`src/hdl/interp_defs.svh`:
```
`ifndef INTERP_DEFS_SVH
`define INTERP_DEFS_SVH

// Datapath widths.
`define SAMPLE_WIDTH 16
`define FIXED_WIDTH  32
`define FRAC_BITS    16

// Batch shape and pair queue.
`define BATCH_SIZE   4
`define FIFO_DEPTH   4
`define LANE_LATENCY 3          // Multiply, add, round/saturate.

// Wishbone word addresses.
`define ADDR_X       0
`define ADDR_SLOPE   1          // Write pushes the (x, slope) pair.
`define ADDR_STATUS  2          // Queue level and full flag, read only.

`endif

```
`src/hdl/interp_pkg.sv`:
```
`default_nettype none

`include "interp_defs.svh"

package interp_pkg;

    // One output sample.
    typedef logic signed [`SAMPLE_WIDTH-1:0] sample_t;

    // Q16.16 start value or slope.
    typedef logic signed [`FIXED_WIDTH-1:0] fixed_t;

    // Element 0 holds sample 0 of the batch.
    typedef sample_t [`BATCH_SIZE-1:0] batch_t;

endpackage

`default_nettype wire

```
`src/hdl/batch_interp.sv`:
```
`default_nettype none
`timescale 1ns/10ps

`include "interp_defs.svh"

module batch_interp (
    input  logic                     clk,
    input  logic                     rst_n,
    input  logic                     wb_cyc,
    input  logic                     wb_stb,
    input  logic                     wb_we,
    input  logic [1:0]               wb_adr,
    input  logic [`FIXED_WIDTH-1:0]  wb_dat_w,
    output logic [`FIXED_WIDTH-1:0]  wb_dat_r,
    output logic                     wb_ack,
    output interp_pkg::batch_t       batch,
    output logic                     batch_valid
);
    import interp_pkg::*;

    logic                                  push;
    fixed_t                                push_x;
    fixed_t                                push_slope;
    logic                                  full;
    logic [$clog2(`FIFO_DEPTH + 1)-1:0]    level;
    logic                                  issue;
    fixed_t                                issue_x;
    fixed_t                                issue_slope;
    sample_t                               lane_sample [`BATCH_SIZE];
    logic [`LANE_LATENCY-1:0]              valid_sr;

    interp_wb_regs regs_i (
        .clk        (clk),
        .rst_n      (rst_n),
        .wb_cyc     (wb_cyc),
        .wb_stb     (wb_stb),
        .wb_we      (wb_we),
        .wb_adr     (wb_adr),
        .wb_dat_w   (wb_dat_w),
        .wb_dat_r   (wb_dat_r),
        .wb_ack     (wb_ack),
        .full       (full),
        .level      (level),
        .push       (push),
        .push_x     (push_x),
        .push_slope (push_slope)
    );

    pair_fifo fifo_i (
        .clk         (clk),
        .rst_n       (rst_n),
        .push        (push),
        .push_x      (push_x),
        .push_slope  (push_slope),
        .full        (full),
        .level       (level),
        .issue       (issue),
        .issue_x     (issue_x),
        .issue_slope (issue_slope)
    );

    for (genvar i = 0; i < `BATCH_SIZE; i++) begin : g_lane
        interp_lane #(.INDEX(i)) lane_i (
            .clk         (clk),
            .rst_n       (rst_n),
            .issue_x     (issue_x),
            .issue_slope (issue_slope),
            .sample      (lane_sample[i])
        );
    end

    always_comb begin
        for (int i = 0; i < `BATCH_SIZE; i++) begin
            batch[i] = lane_sample[i];
        end
    end

    // Valid follows the pair through the lane stages.
    always_ff @(posedge clk or negedge rst_n) begin
        if (!rst_n) begin
            valid_sr <= '0;
        end else begin
            valid_sr <= {valid_sr[`LANE_LATENCY-2:0], issue};
        end
    end

    assign batch_valid = valid_sr[`LANE_LATENCY-1];

endmodule

`default_nettype wire

```
`src/hdl/interp_lane.sv`:
```
`default_nettype none
`timescale 1ns/10ps

`include "interp_defs.svh"

module interp_lane #(
    parameter int INDEX = 0
) (
    input  logic                  clk,
    input  logic                  rst_n,
    input  interp_pkg::fixed_t    issue_x,
    input  interp_pkg::fixed_t    issue_slope,
    output interp_pkg::sample_t   sample
);
    import interp_pkg::*;

    localparam int IDX_W   = $clog2(`BATCH_SIZE) + 1;       // Signed lane index.
    localparam int PROD_W  = `FIXED_WIDTH + IDX_W;
    localparam int SUM_W   = PROD_W + 1;
    localparam int ROUND_W = SUM_W + 1;

    localparam logic signed [IDX_W-1:0]   INDEX_S = IDX_W'(INDEX);
    localparam logic signed [ROUND_W-1:0] HALF    = ROUND_W'(1 << (`FRAC_BITS - 1));
    localparam logic signed [ROUND_W-1:0] SAT_MAX = ROUND_W'((1 << (`SAMPLE_WIDTH - 1)) - 1);
    localparam logic signed [ROUND_W-1:0] SAT_MIN = ~SAT_MAX;

    logic signed [PROD_W-1:0]  prod;
    fixed_t                    x_d1;
    logic signed [SUM_W-1:0]   sum;
    logic signed [ROUND_W-1:0] rounded;
    logic signed [ROUND_W-1:0] shifted;
    sample_t                   sat;

    // Floor of (value + 0.5), then clamp to the sample range.
    always_comb begin
        rounded = sum + HALF;
        shifted = rounded >>> `FRAC_BITS;
        if (shifted > SAT_MAX) begin
            sat = SAT_MAX[`SAMPLE_WIDTH-1:0];
        end else if (shifted < SAT_MIN) begin
            sat = SAT_MIN[`SAMPLE_WIDTH-1:0];
        end else begin
            sat = shifted[`SAMPLE_WIDTH-1:0];
        end
    end

    always_ff @(posedge clk or negedge rst_n) begin
        if (!rst_n) begin
            prod   <= '0;
            x_d1   <= '0;
            sum    <= '0;
            sample <= '0;
        end else begin
            prod   <= issue_slope * INDEX_S;    // Stage 1.
            x_d1   <= issue_x;
            sum    <= prod + x_d1;              // Stage 2.
            sample <= sat;                      // Stage 3.
        end
    end

endmodule

`default_nettype wire

```
`src/hdl/interp_wb_regs.sv`:
```
`default_nettype none
`timescale 1ns/10ps

`include "interp_defs.svh"

module interp_wb_regs (
    input  logic                                  clk,
    input  logic                                  rst_n,
    input  logic                                  wb_cyc,
    input  logic                                  wb_stb,
    input  logic                                  wb_we,
    input  logic [1:0]                            wb_adr,
    input  logic [`FIXED_WIDTH-1:0]               wb_dat_w,
    output logic [`FIXED_WIDTH-1:0]               wb_dat_r,
    output logic                                  wb_ack,
    input  logic                                  full,
    input  logic [$clog2(`FIFO_DEPTH + 1)-1:0]    level,
    output logic                                  push,
    output interp_pkg::fixed_t                    push_x,
    output interp_pkg::fixed_t                    push_slope
);
    import interp_pkg::*;

    localparam int LEVEL_W = $clog2(`FIFO_DEPTH + 1);

    fixed_t x_reg;
    logic   req;
    logic   is_x_wr;
    logic   is_slope_wr;
    logic   accept;
    logic [`FIXED_WIDTH-1:0] rd_word;

    // New request only; the ack cycle itself is not a request.
    assign req         = wb_cyc && wb_stb && !wb_ack;
    assign is_x_wr     = wb_we && (wb_adr == 2'(`ADDR_X));
    assign is_slope_wr = wb_we && (wb_adr == 2'(`ADDR_SLOPE));
    assign accept      = req && !(is_slope_wr && full);   // Hold slope writes while full.

    // Pair enters the queue on the edge that raises the ack.
    assign push       = accept && is_slope_wr;
    assign push_x     = x_reg;
    assign push_slope = wb_dat_w;

    always_comb begin
        rd_word = '0;
        if (wb_adr == 2'(`ADDR_STATUS)) begin
            rd_word[`FIXED_WIDTH-1] = full;
            rd_word[LEVEL_W-1:0]    = level;
        end
    end

    always_ff @(posedge clk or negedge rst_n) begin
        if (!rst_n) begin
            wb_ack   <= 1'b0;
            wb_dat_r <= '0;
            x_reg    <= '0;
        end else begin
            wb_ack <= accept;
            if (accept && !wb_we) begin
                wb_dat_r <= rd_word;
            end
            if (accept && is_x_wr) begin
                x_reg <= wb_dat_w;          // Pending x for the next slope write.
            end
        end
    end

endmodule

`default_nettype wire

```
`src/hdl/pair_fifo.sv`:
```
`default_nettype none
`timescale 1ns/10ps

`include "interp_defs.svh"

module pair_fifo (
    input  logic                                  clk,
    input  logic                                  rst_n,
    input  logic                                  push,
    input  interp_pkg::fixed_t                    push_x,
    input  interp_pkg::fixed_t                    push_slope,
    output logic                                  full,
    output logic [$clog2(`FIFO_DEPTH + 1)-1:0]    level,
    output logic                                  issue,
    output interp_pkg::fixed_t                    issue_x,
    output interp_pkg::fixed_t                    issue_slope
);
    import interp_pkg::*;

    localparam int PTR_W = $clog2(`FIFO_DEPTH);
    localparam int CNT_W = $clog2(`FIFO_DEPTH + 1);

    fixed_t             x_mem     [`FIFO_DEPTH];
    fixed_t             slope_mem [`FIFO_DEPTH];
    logic [PTR_W-1:0]   wr_ptr;
    logic [PTR_W-1:0]   rd_ptr;
    logic [CNT_W-1:0]   count;
    logic               wr_en;
    logic               pop;

    assign full  = (count == CNT_W'(`FIFO_DEPTH));
    assign level = count;
    assign wr_en = push && !full;
    assign pop   = (count != '0);           // No ready input, drain every clock.

    always_ff @(posedge clk or negedge rst_n) begin
        if (!rst_n) begin
            wr_ptr <= '0;
            rd_ptr <= '0;
            count  <= '0;
            issue  <= 1'b0;
        end else begin
            issue <= pop;
            if (wr_en) begin
                wr_ptr <= (wr_ptr == PTR_W'(`FIFO_DEPTH - 1)) ? '0 : wr_ptr + 1'b1;
            end
            if (pop) begin
                rd_ptr <= (rd_ptr == PTR_W'(`FIFO_DEPTH - 1)) ? '0 : rd_ptr + 1'b1;
            end
            if (wr_en && !pop) begin
                count <= count + 1'b1;
            end else if (pop && !wr_en) begin
                count <= count - 1'b1;
            end
        end
    end

    always_ff @(posedge clk) begin
        if (wr_en) begin
            x_mem[wr_ptr]     <= push_x;
            slope_mem[wr_ptr] <= push_slope;
        end
        if (pop) begin
            issue_x     <= x_mem[rd_ptr];
            issue_slope <= slope_mem[rd_ptr];
        end
    end

endmodule

`default_nettype wire

```
`config.mk`:
```
export PLATFORM = sky130hd
export DESIGN_NAME = batch_interp
export DESIGN_NICKNAME = d
export VERILOG_FILES = /design/src/hdl/interp_pkg.sv /design/src/hdl/batch_interp.sv /design/src/hdl/interp_lane.sv /design/src/hdl/interp_wb_regs.sv /design/src/hdl/pair_fifo.sv
export VERILOG_INCLUDE_DIRS = /design/src /design/src/hdl
export SDC_FILE = /design/constraint.sdc
export NUM_CORES = 1
export LEC_CHECK = 0
export ABC_CLOCK_PERIOD_IN_PS = 4080
export BUFFER_PORTS_ARGS = -buffer_cell sky130_fd_sc_hd__buf_2
export CORE_MARGIN = 10
export CORE_UTILIZATION = 63
export CTS_BUF_LIST = sky130_fd_sc_hd__clkbuf_8
export DETAILED_ROUTE_END_ITERATION = 10
export PLACE_DENSITY = 0.9
export SETUP_SLACK_MARGIN = 0.2
export SLEW_MARGIN = 20
export SYNTH_ARGS = -nofsm -noshare
export SYNTH_HDL_FRONTEND = slang
export SYNTH_SLANG_ARGS = --single-unit
```
`constraint.sdc`:
```
create_clock -name clk -period 4.08 [get_ports clk]
set_input_delay 0 -clock clk [delete_from_list [all_inputs] [get_ports clk]]
set_output_delay 0 -clock clk [all_outputs]
set_load 0.01 [all_outputs]
```
==> results of run 1 <==
## power groups by stage
| stage | Combinational [µW] | Sequential, µW | Clock (µW) |
|---|---|---|---|
| floorplan | 9120 | 9700 | 0 |
| global placement | 11600 | 10200 | 0 |
| detailed placement | 12000 | 10300 | 0 |
| CTS | 12200 | 10200 | 5070 |
| global route | 13600 | 10400 | 5330 |
| finish | 12300 | 10200 | 4990 |
## final cells by class
type / count / area (µm²)
diodes: 2 / 5.00
clock buffers: 105 / 1450
clock inverters: 63 / 427
fillers: 2451 / 11400
inverters: 36 / 135
multi-input cells: 1096 / 9100
flip-flops and latches: 605 / 16700
well taps: 532 / 666
repair buffers: 164 / 1130
## critical path, cell delays in order, from the launching register on
cell      delay (ps)
edfxtp_1         450
ha_1             330
ha_1             240
fa_1             440
a21o_1           210
a21oi_1          290
nand2b_1         240
a21oi_2          100
a41oi_1          470
a31oi_1          260
a41o_1           270
o21ai_1          170
a21boi_1         180
## cells by family after synthesis
| group | after synthesis | synth area share (%) |
|---|---|---|
| buf+inv | 99 | 1.86 |
| other cells | 1 | 0.0143 |
| simple gates | 318 | 6.07 |
| compound gates | 354 | 8.88 |
| xor+xnor | 132 | 4.41 |
| flops | 605 | 63.9 |
| mux | 97 | 6.92 |
| fa+ha+maj | 167 | 8.00 |
## stage by stage
step | hold WS [ps] | cell area (µm²) | power [µW]
floorplan | -296 | 26300 | 18800
global placement | 22.1 | 27300 | 21800
detailed placement | 24.6 | 27300 | 22300
CTS | 33.4 | 29600 | 27500
global route | 85.9 | 29700 | 29300
finish | 103 | 29700 | 27500
## registers in the layout, summed over array words and instances, names as in the netlist
signal / count
fifo_i.x_mem: 128
regs_i.wb_dat_r: 4
fifo_i.level: 3
fifo_i.issue_x: 32
fifo_i.rd_ptr: 2
g_lane.lane_i.x_d1: 32
fifo_i.issue_slope: 32
g_lane.lane_i.prod: 66
valid_sr: 3
regs_i.wb_ack: 1
fifo_i.issue: 1
regs_i.push_x: 32
fifo_i.wr_ptr: 2
g_lane.lane_i.sample: 64
g_lane.lane_i.sum: 75
fifo_i.slope_mem: 128
## per-layer routing
layer	track usage (%)	up-vias	part of all wire, %
met5	0	-	0
met3	4.63	137	6.3
li1	-	7088	-
met1	28.1	7787	40
met2	39.3	579	51
met4	9.06	0	3.0
## repair_timing
| action | CTS | global route |
|---|---|---|
| hold buffers | 42 | 0 |
| hold endpoints to repair | 443 | 0 |
| endpoints found under the setup margin | 0 | 0 |
## synth_stat cells (10+ instances only)
master    count  share of area [%]
o21ai_1      26               0.50
mux2_2       29                1.2
ha_1        166                7.9
nor2_1       73                1.0
buf_4        28               0.80
mux4_2       64                5.5
buf_1        13               0.19
dfrtp_1     285                 27
clkbuf_1     18               0.26
xnor2_1      70                2.3
a31oi_1      16               0.38
edfxtp_1    320                 37
nand2_1      79                1.1
o21ai_0      55                1.0
a21o_1       54                1.5
nand4_1      20               0.48
o21bai_1     14               0.40
and3_1       31               0.74
inv_1        35               0.50
xor2_1       62                2.1
o21a_1       25               0.72
nand3_1      37               0.71
nor3_1       14               0.27
nor2b_1      16               0.38
nand2b_1     10               0.24
a21oi_1      92                1.8
## worst max path at each step
stage | start | end | slack (ps)
after floorplan | fifo_i.issue_slope[1] | g_lane[3].lane_i.prod[32] | 1090
after global placement | fifo_i.issue_slope[1] | g_lane[3].lane_i.prod[32] | 680
after detailed placement | fifo_i.issue_slope[1] | g_lane[3].lane_i.prod[32] | 520
after CTS | fifo_i.issue_slope[1] | g_lane[3].lane_i.prod[32] | 430
after global routing | fifo_i.issue_slope[1] | g_lane[3].lane_i.prod[32] | 210
final | fifo_i.issue_slope[1] | g_lane[3].lane_i.prod[32] | 330
==> qor.csv, run 1 <==
metric,value,unit
pre-CTS setup slack,522,ps
core area,41000,µm²
Setup Total Neg Slack,0,ps
Setup crit end kind,flip-flop,
Yosys warnings,0,
Cell Int Power,16700,µW
Syn Area/Cell,14.8,µm²
Logic pwr share,44.7,%
Clock Root Buffer,clkbuf_8,
Final nets,2201,
final WL,56800,µm
Worst Hold Endpoint,fifo_i.wr_ptr[0],
ys flop type,edfxtp_1,
total clock sinks,605,
post-synthesis sequential area ratio,63.9,%
Sw Pwr,10800,µW
antenna violations before repair,2,
Final Slew Violations,0,
initial drt markers,1368,
Mapped Area,26200,µm²
"Max FO, Critical Path",4,
Reg-to-Reg End,g_lane[3].lane_i.prod[32],
worst flop-to-flop path startpoint,fifo_i.issue_slope[1],
vias,15600,
Die Width,224,µm
Period minus WS final,3750,ps
vias in the first global route,16500,
Seq pwr share,37.2,%
number of CTS-inserted buffers,92,
PD cells,929,nW/µm²
Final Cycle Share,91.9,%
crit path DAT,4310,ps
DRT Pass-1 Iters,7,
RSZ-0062 raised after global routing,false,
"most common cell after layout, fill and taps aside",edfxtp_1,
drt drc,0,
Max-Cap Viols,0,
status,"finished, final reports clean",
first-pass GRT wire length,90200,µm
post-route insts no fill,2603,
# rows,74,
Hold Path Stages,5,
largest net degree at the start of global routing,140,
Gate Count Post-Synth,1773,
starting density of the core,63.9,%
Slew @ Worst Pin,1060,ps
Die H,224,µm
register-to-register path setup slack,330,ps
#FFs+latches synth,605,
Routed Antenna Nets,0,
highest-count cells in the layout ignoring fill and taps,"320 x edfxtp_1, 283 x dfrtp_1, 166 x ha_1",
full die area,50200,µm²
Worst EP required,4650,ps
CP startpoint kind,flip-flop,
maximum VDD drop,0.555,mV
Crit Path Class,flip-flop to flip-flop,
GRT Resource Usage Total,22.9,%
sw frac,39.3,%
input/output buffers,108,
async set-or-reset flop fraction in the synthesized netlist,47.1,%
GP Congestion,0.901,
utilization after layout,72.3,%
H-tree lvl count,3,
Hold Crit Start,wb_adr[1],
layout cells sized above 1,18.2,%
clock-pin slew on the worst setup and hold paths,80,ps
Clock Tree Buf Depth,3,
Hold Fails Final Rpt,0,
Hold/Removal Path Class,input port to flip-flop,
Final setup violation count,0,
I/O Pins,137,
library cells used by synthesis,85,
vias per cell,5.99,
Max Clock Skew,39.0,ps
f_max,267,MHz
power share of the clock group,18.1,%
GRT overflow,0,
placed insts,2391,
post-cts sizing count,0,
P_leak,0.0122,µW
Post-CTS Setup Bufs,0,
wire per inst,21.8,µm
Post-synth EDFFs,320,
relative slew slack,28.8,%
CTS tree,built,
worst r2r path cells,12,
Area Overhead vs Synth,13.1,%
Setup WS post-layout,332,ps
worst skew pair latency,670,ps
dpl hpwl,38000,µm
No activity file was read; power rests on OpenSTA's default activity.
==> inputs of run 2 (changes only) <==
--- a/config.mk
+++ b/config.mk
@@ -12,6 +12,7 @@
 export CORE_UTILIZATION = 63
 export CTS_BUF_LIST = sky130_fd_sc_hd__clkbuf_8
 export DETAILED_ROUTE_END_ITERATION = 10
+export GPL_TIMING_DRIVEN = 0
 export PLACE_DENSITY = 0.9
 export SETUP_SLACK_MARGIN = 0.2
 export SLEW_MARGIN = 20
==> run 2 against run 1 <==
  * Sequential power is essentially flat
  * Final cell count grew 2.5%
  * Hold slack gained 2.1 ps
  * Utilization grew 1.3 points
  * Count of clock-buffer cells in the layout grew 1
  * Global-route usage grew 0.38 points
  * Power grew 1.3%
  * Clock skew grew 11 ps
  * Fmax grew 3.5%
  * Sequential share of layout area shrank 1.1 points
  * Register-to-register slack gained 130 ps
  * Largest cell class unchanged
  * Highest routed layer unchanged
==> qor.csv, run 2 (synthesis results as in run 1) <==
metric,value,unit,change
status,"finished, final reports clean",,unchanged
RSZ-0062 raised after global routing,false,,unchanged
relative slew slack,32.8,%,was 28.8%
Critical Path Max Stage Delay,510,ps,was 470 ps
worst hold slack,106,ps,was 103 ps
number of CTS-inserted buffers,92,,unchanged
Cell Int Power,17000,µW,was 16700 µW
Max Clock Skew,50.5,ps,was 39.0 ps
starting density of the core,63.9,%,unchanged
Period minus WS final,3620,ps,was 3750 ps
highest-count cells in the layout ignoring fill and taps,"320 x edfxtp_1, 285 x dfrtp_1, 166 x ha_1",,"was 320 x edfxtp_1, 283 x dfrtp_1, 166 x ha_1"
Logic pwr share,45.0,%,was 44.7%
Final Slew Violations,0,,unchanged
clock-pin slew on the worst setup and hold paths,70,ps,was 80 ps
gr busiest metal,met2,,unchanged
Post-CTS Setup Bufs,0,,unchanged
Clock Root Buffer,clkbuf_8,,unchanged
worst skew pair latency,680,ps,was 670 ps
input/output buffers,108,,unchanged
"most used cell, CP",ha_1,,unchanged
f_max,276,MHz,was 267 MHz
initial drt markers,1282,,was 1368
CP cell instances,ha_1 -> ha_1 -> fa_1 -> a21o_1 -> a21oi_1 -> nand2b_1 -> a21oi_2 -> a41oi_2 -> a31oi_1 -> a41o_1 -> o21ai_1 -> a21boi_1,,was ha_1 -> ha_1 -> fa_1 -> a21o_1 -> a21oi_1 -> nand2b_1 -> a21oi_2 -> a41oi_1 -> a31oi_1 -> a41o_1 -> o21ai_1 -> a21boi_1
power share of the clock group,19.0,%,was 18.1%
PD cells,923,nW/µm²,was 929 nW/µm²
Die Width,224,µm,unchanged
sw frac,39.0,%,was 39.3%
dpl hpwl,38800,µm,was 38000 µm
Setup crit end kind,flip-flop,,unchanged
post-route cell area,30200,µm²,was 29700 µm²
vias,15900,,was 15600
Die H,224,µm,unchanged
Worst EP required,4650,ps,about the same
Max-Cap Viols,0,,unchanged
drt drc,0,,unchanged
# rows,74,,unchanged
GP Congestion,0.936,,was 0.901
met1 Use GR,28.3,%,was 28.1%
Final nets,2259,,was 2201
met2 GRT Util,40.0,%,was 39.3%
full die area,50200,µm²,unchanged
Area Overhead vs Synth,15.2,%,was 13.1%
GRT overflow,0,,unchanged
Final setup violation count,0,,unchanged
CTS tree,built,,unchanged
Hold/Removal Path Class,input port to flip-flop,,unchanged
first-pass GRT wire length,91100,µm,was 90200 µm
vias per cell,5.97,,was 5.99
Setup WS post-layout,459,ps,was 332 ps
"Max FO, Critical Path",4,,unchanged
I/O Pins,137,,unchanged
largest net degree at the start of global routing,96,,was 140
final WL,57500,µm,was 56800 µm
crit path DAT,4190,ps,was 4310 ps
layout cells sized above 1,19.4,%,was 18.2%
CP max-delay cell,edfxtp_1,,was a41oi_1
total clock sinks,605,,unchanged
largest registers,"fifo_i.slope_mem x128, fifo_i.x_mem x128, g_lane.lane_i.sum x75",,unchanged
Slew @ Worst Pin,1010,ps,was 1060 ps
wire per inst,21.6,µm,was 21.8 µm
Final Cycle Share,88.8,%,was 91.9%
CP startpoint kind,flip-flop,,unchanged
Routed Antenna Nets,0,,unchanged
core area,41000,µm²,unchanged
crit path buf inv count,0,,unchanged
utilization after layout,73.6,%,was 72.3%
Clock Tree Buf Depth,3,,unchanged
GRT Resource Usage Total,23.3,%,was 22.9%
cell family with most CP delay,compound AO/OA/AOI/OAI gates,,unchanged
maximum VDD drop,0.393,mV,was 0.555 mV
"most common cell after layout, fill and taps aside",edfxtp_1,,unchanged
DRT Pass-1 Iters,7,,unchanged
pre-CTS setup slack,402,ps,was 522 ps
Area after DPL,27700,µm²,was 27300 µm²
vias in the first global route,16600,,was 16500
Hold Fails Final Rpt,0,,unchanged
H-tree lvl count,3,,unchanged
Setup Total Neg Slack,0,ps,unchanged
Crit Path Class,flip-flop to flip-flop,,unchanged
met3 Track Usage GR,4.87,%,was 4.63%
antenna violations before repair,2,,unchanged
P_leak,0.0125,µW,was 0.0122 µW
Seq pwr share,36.0,%,was 37.2%
Sw Pwr,10900,µW,was 10800 µW
[run 2: cell count changes in the layout (fill, tap and decap cells not counted), moves of 3 or more]
cell       change
and3_2         -4
and3_4         +4
buf_1         +12
buf_12         +3
buf_2          +3
buf_4         +17
bufinv_16      +3
clkbuf_1      +18
clkinv_2       +4
inv_1          -3
[run 2: final cells by class]
class / instances / area (µm²)
Multi-Input combinational cell: 1096 / 9120
Buffer: 63 / 354
Tap cell: 532 / 666
Antenna cell: 2 / 5.00
Sequential cell: 605 / 16700
Clock buffer: 106 / 1460
Inverter: 36 / 138
Timing Repair Buffer: 159 / 1170
Clock inverter: 68 / 552
Fill cell: 2391 / 10800
[run 2: path summary, 6_finish.rpt]
kind	startpoint	to	slack, ps	cells past startpoint
setup / recovery	fifo_i.issue_slope[2]	g_lane[3].lane_i.prod[32]	460	12
hold / removal	wb_dat_w[1]	fifo_i.slope_mem[3][1]	110	2
setup reg to reg	fifo_i.issue_slope[2]	g_lane[3].lane_i.prod[32]	460	12
hold reg to reg	fifo_i.issue_x[4]	g_lane[3].lane_i.x_d1[4]	340	0
max in group asynchronous	rst_n	g_lane[3].lane_i.x_d1[23]	2810	5
min in group asynchronous	rst_n	g_lane[2].lane_i.sum[22]	440	4
[run 2: power by group through the flow]
stage	Combinational, µW	Sequential (µW)	Clock (µW)
5_1_grt	13900	10200	5670
2_1_floorplan	9120	9700	0
3_5_place_dp	12300	10100	0
3_3_place_gp	11800	10000	0
6_report	12500	10000	5300
4_1_cts	12400	10000	5370
[run 2: metal layers]
metal / vias up / wire [µm]
li1: 7213 / -
met1: 7901 / 22000
met2: 669 / 29300
met3: 150 / 4210
met4: 0 / 1920
met5: - / 0
[run 2: per-stage QoR]
| stage | total power (µW) | cells |
|---|---|---|
| finish | 27900 | 2667 |
| global placement | 21800 | 2440 |
| CTS | 27800 | 2664 |
| detailed placement | 22400 | 2448 |
| floorplan | 18800 | 1800 |
| global route | 29800 | 2667 |
[run 2: timing repair]
| item | in CTS | in global routing |
|---|---|---|
| gates resized for setup | 0 | 1 |
| endpoints found under the hold margin | 384 | 0 |
| hold buffers | 42 | 0 |
| endpoints found under the setup margin | 0 | 2 |
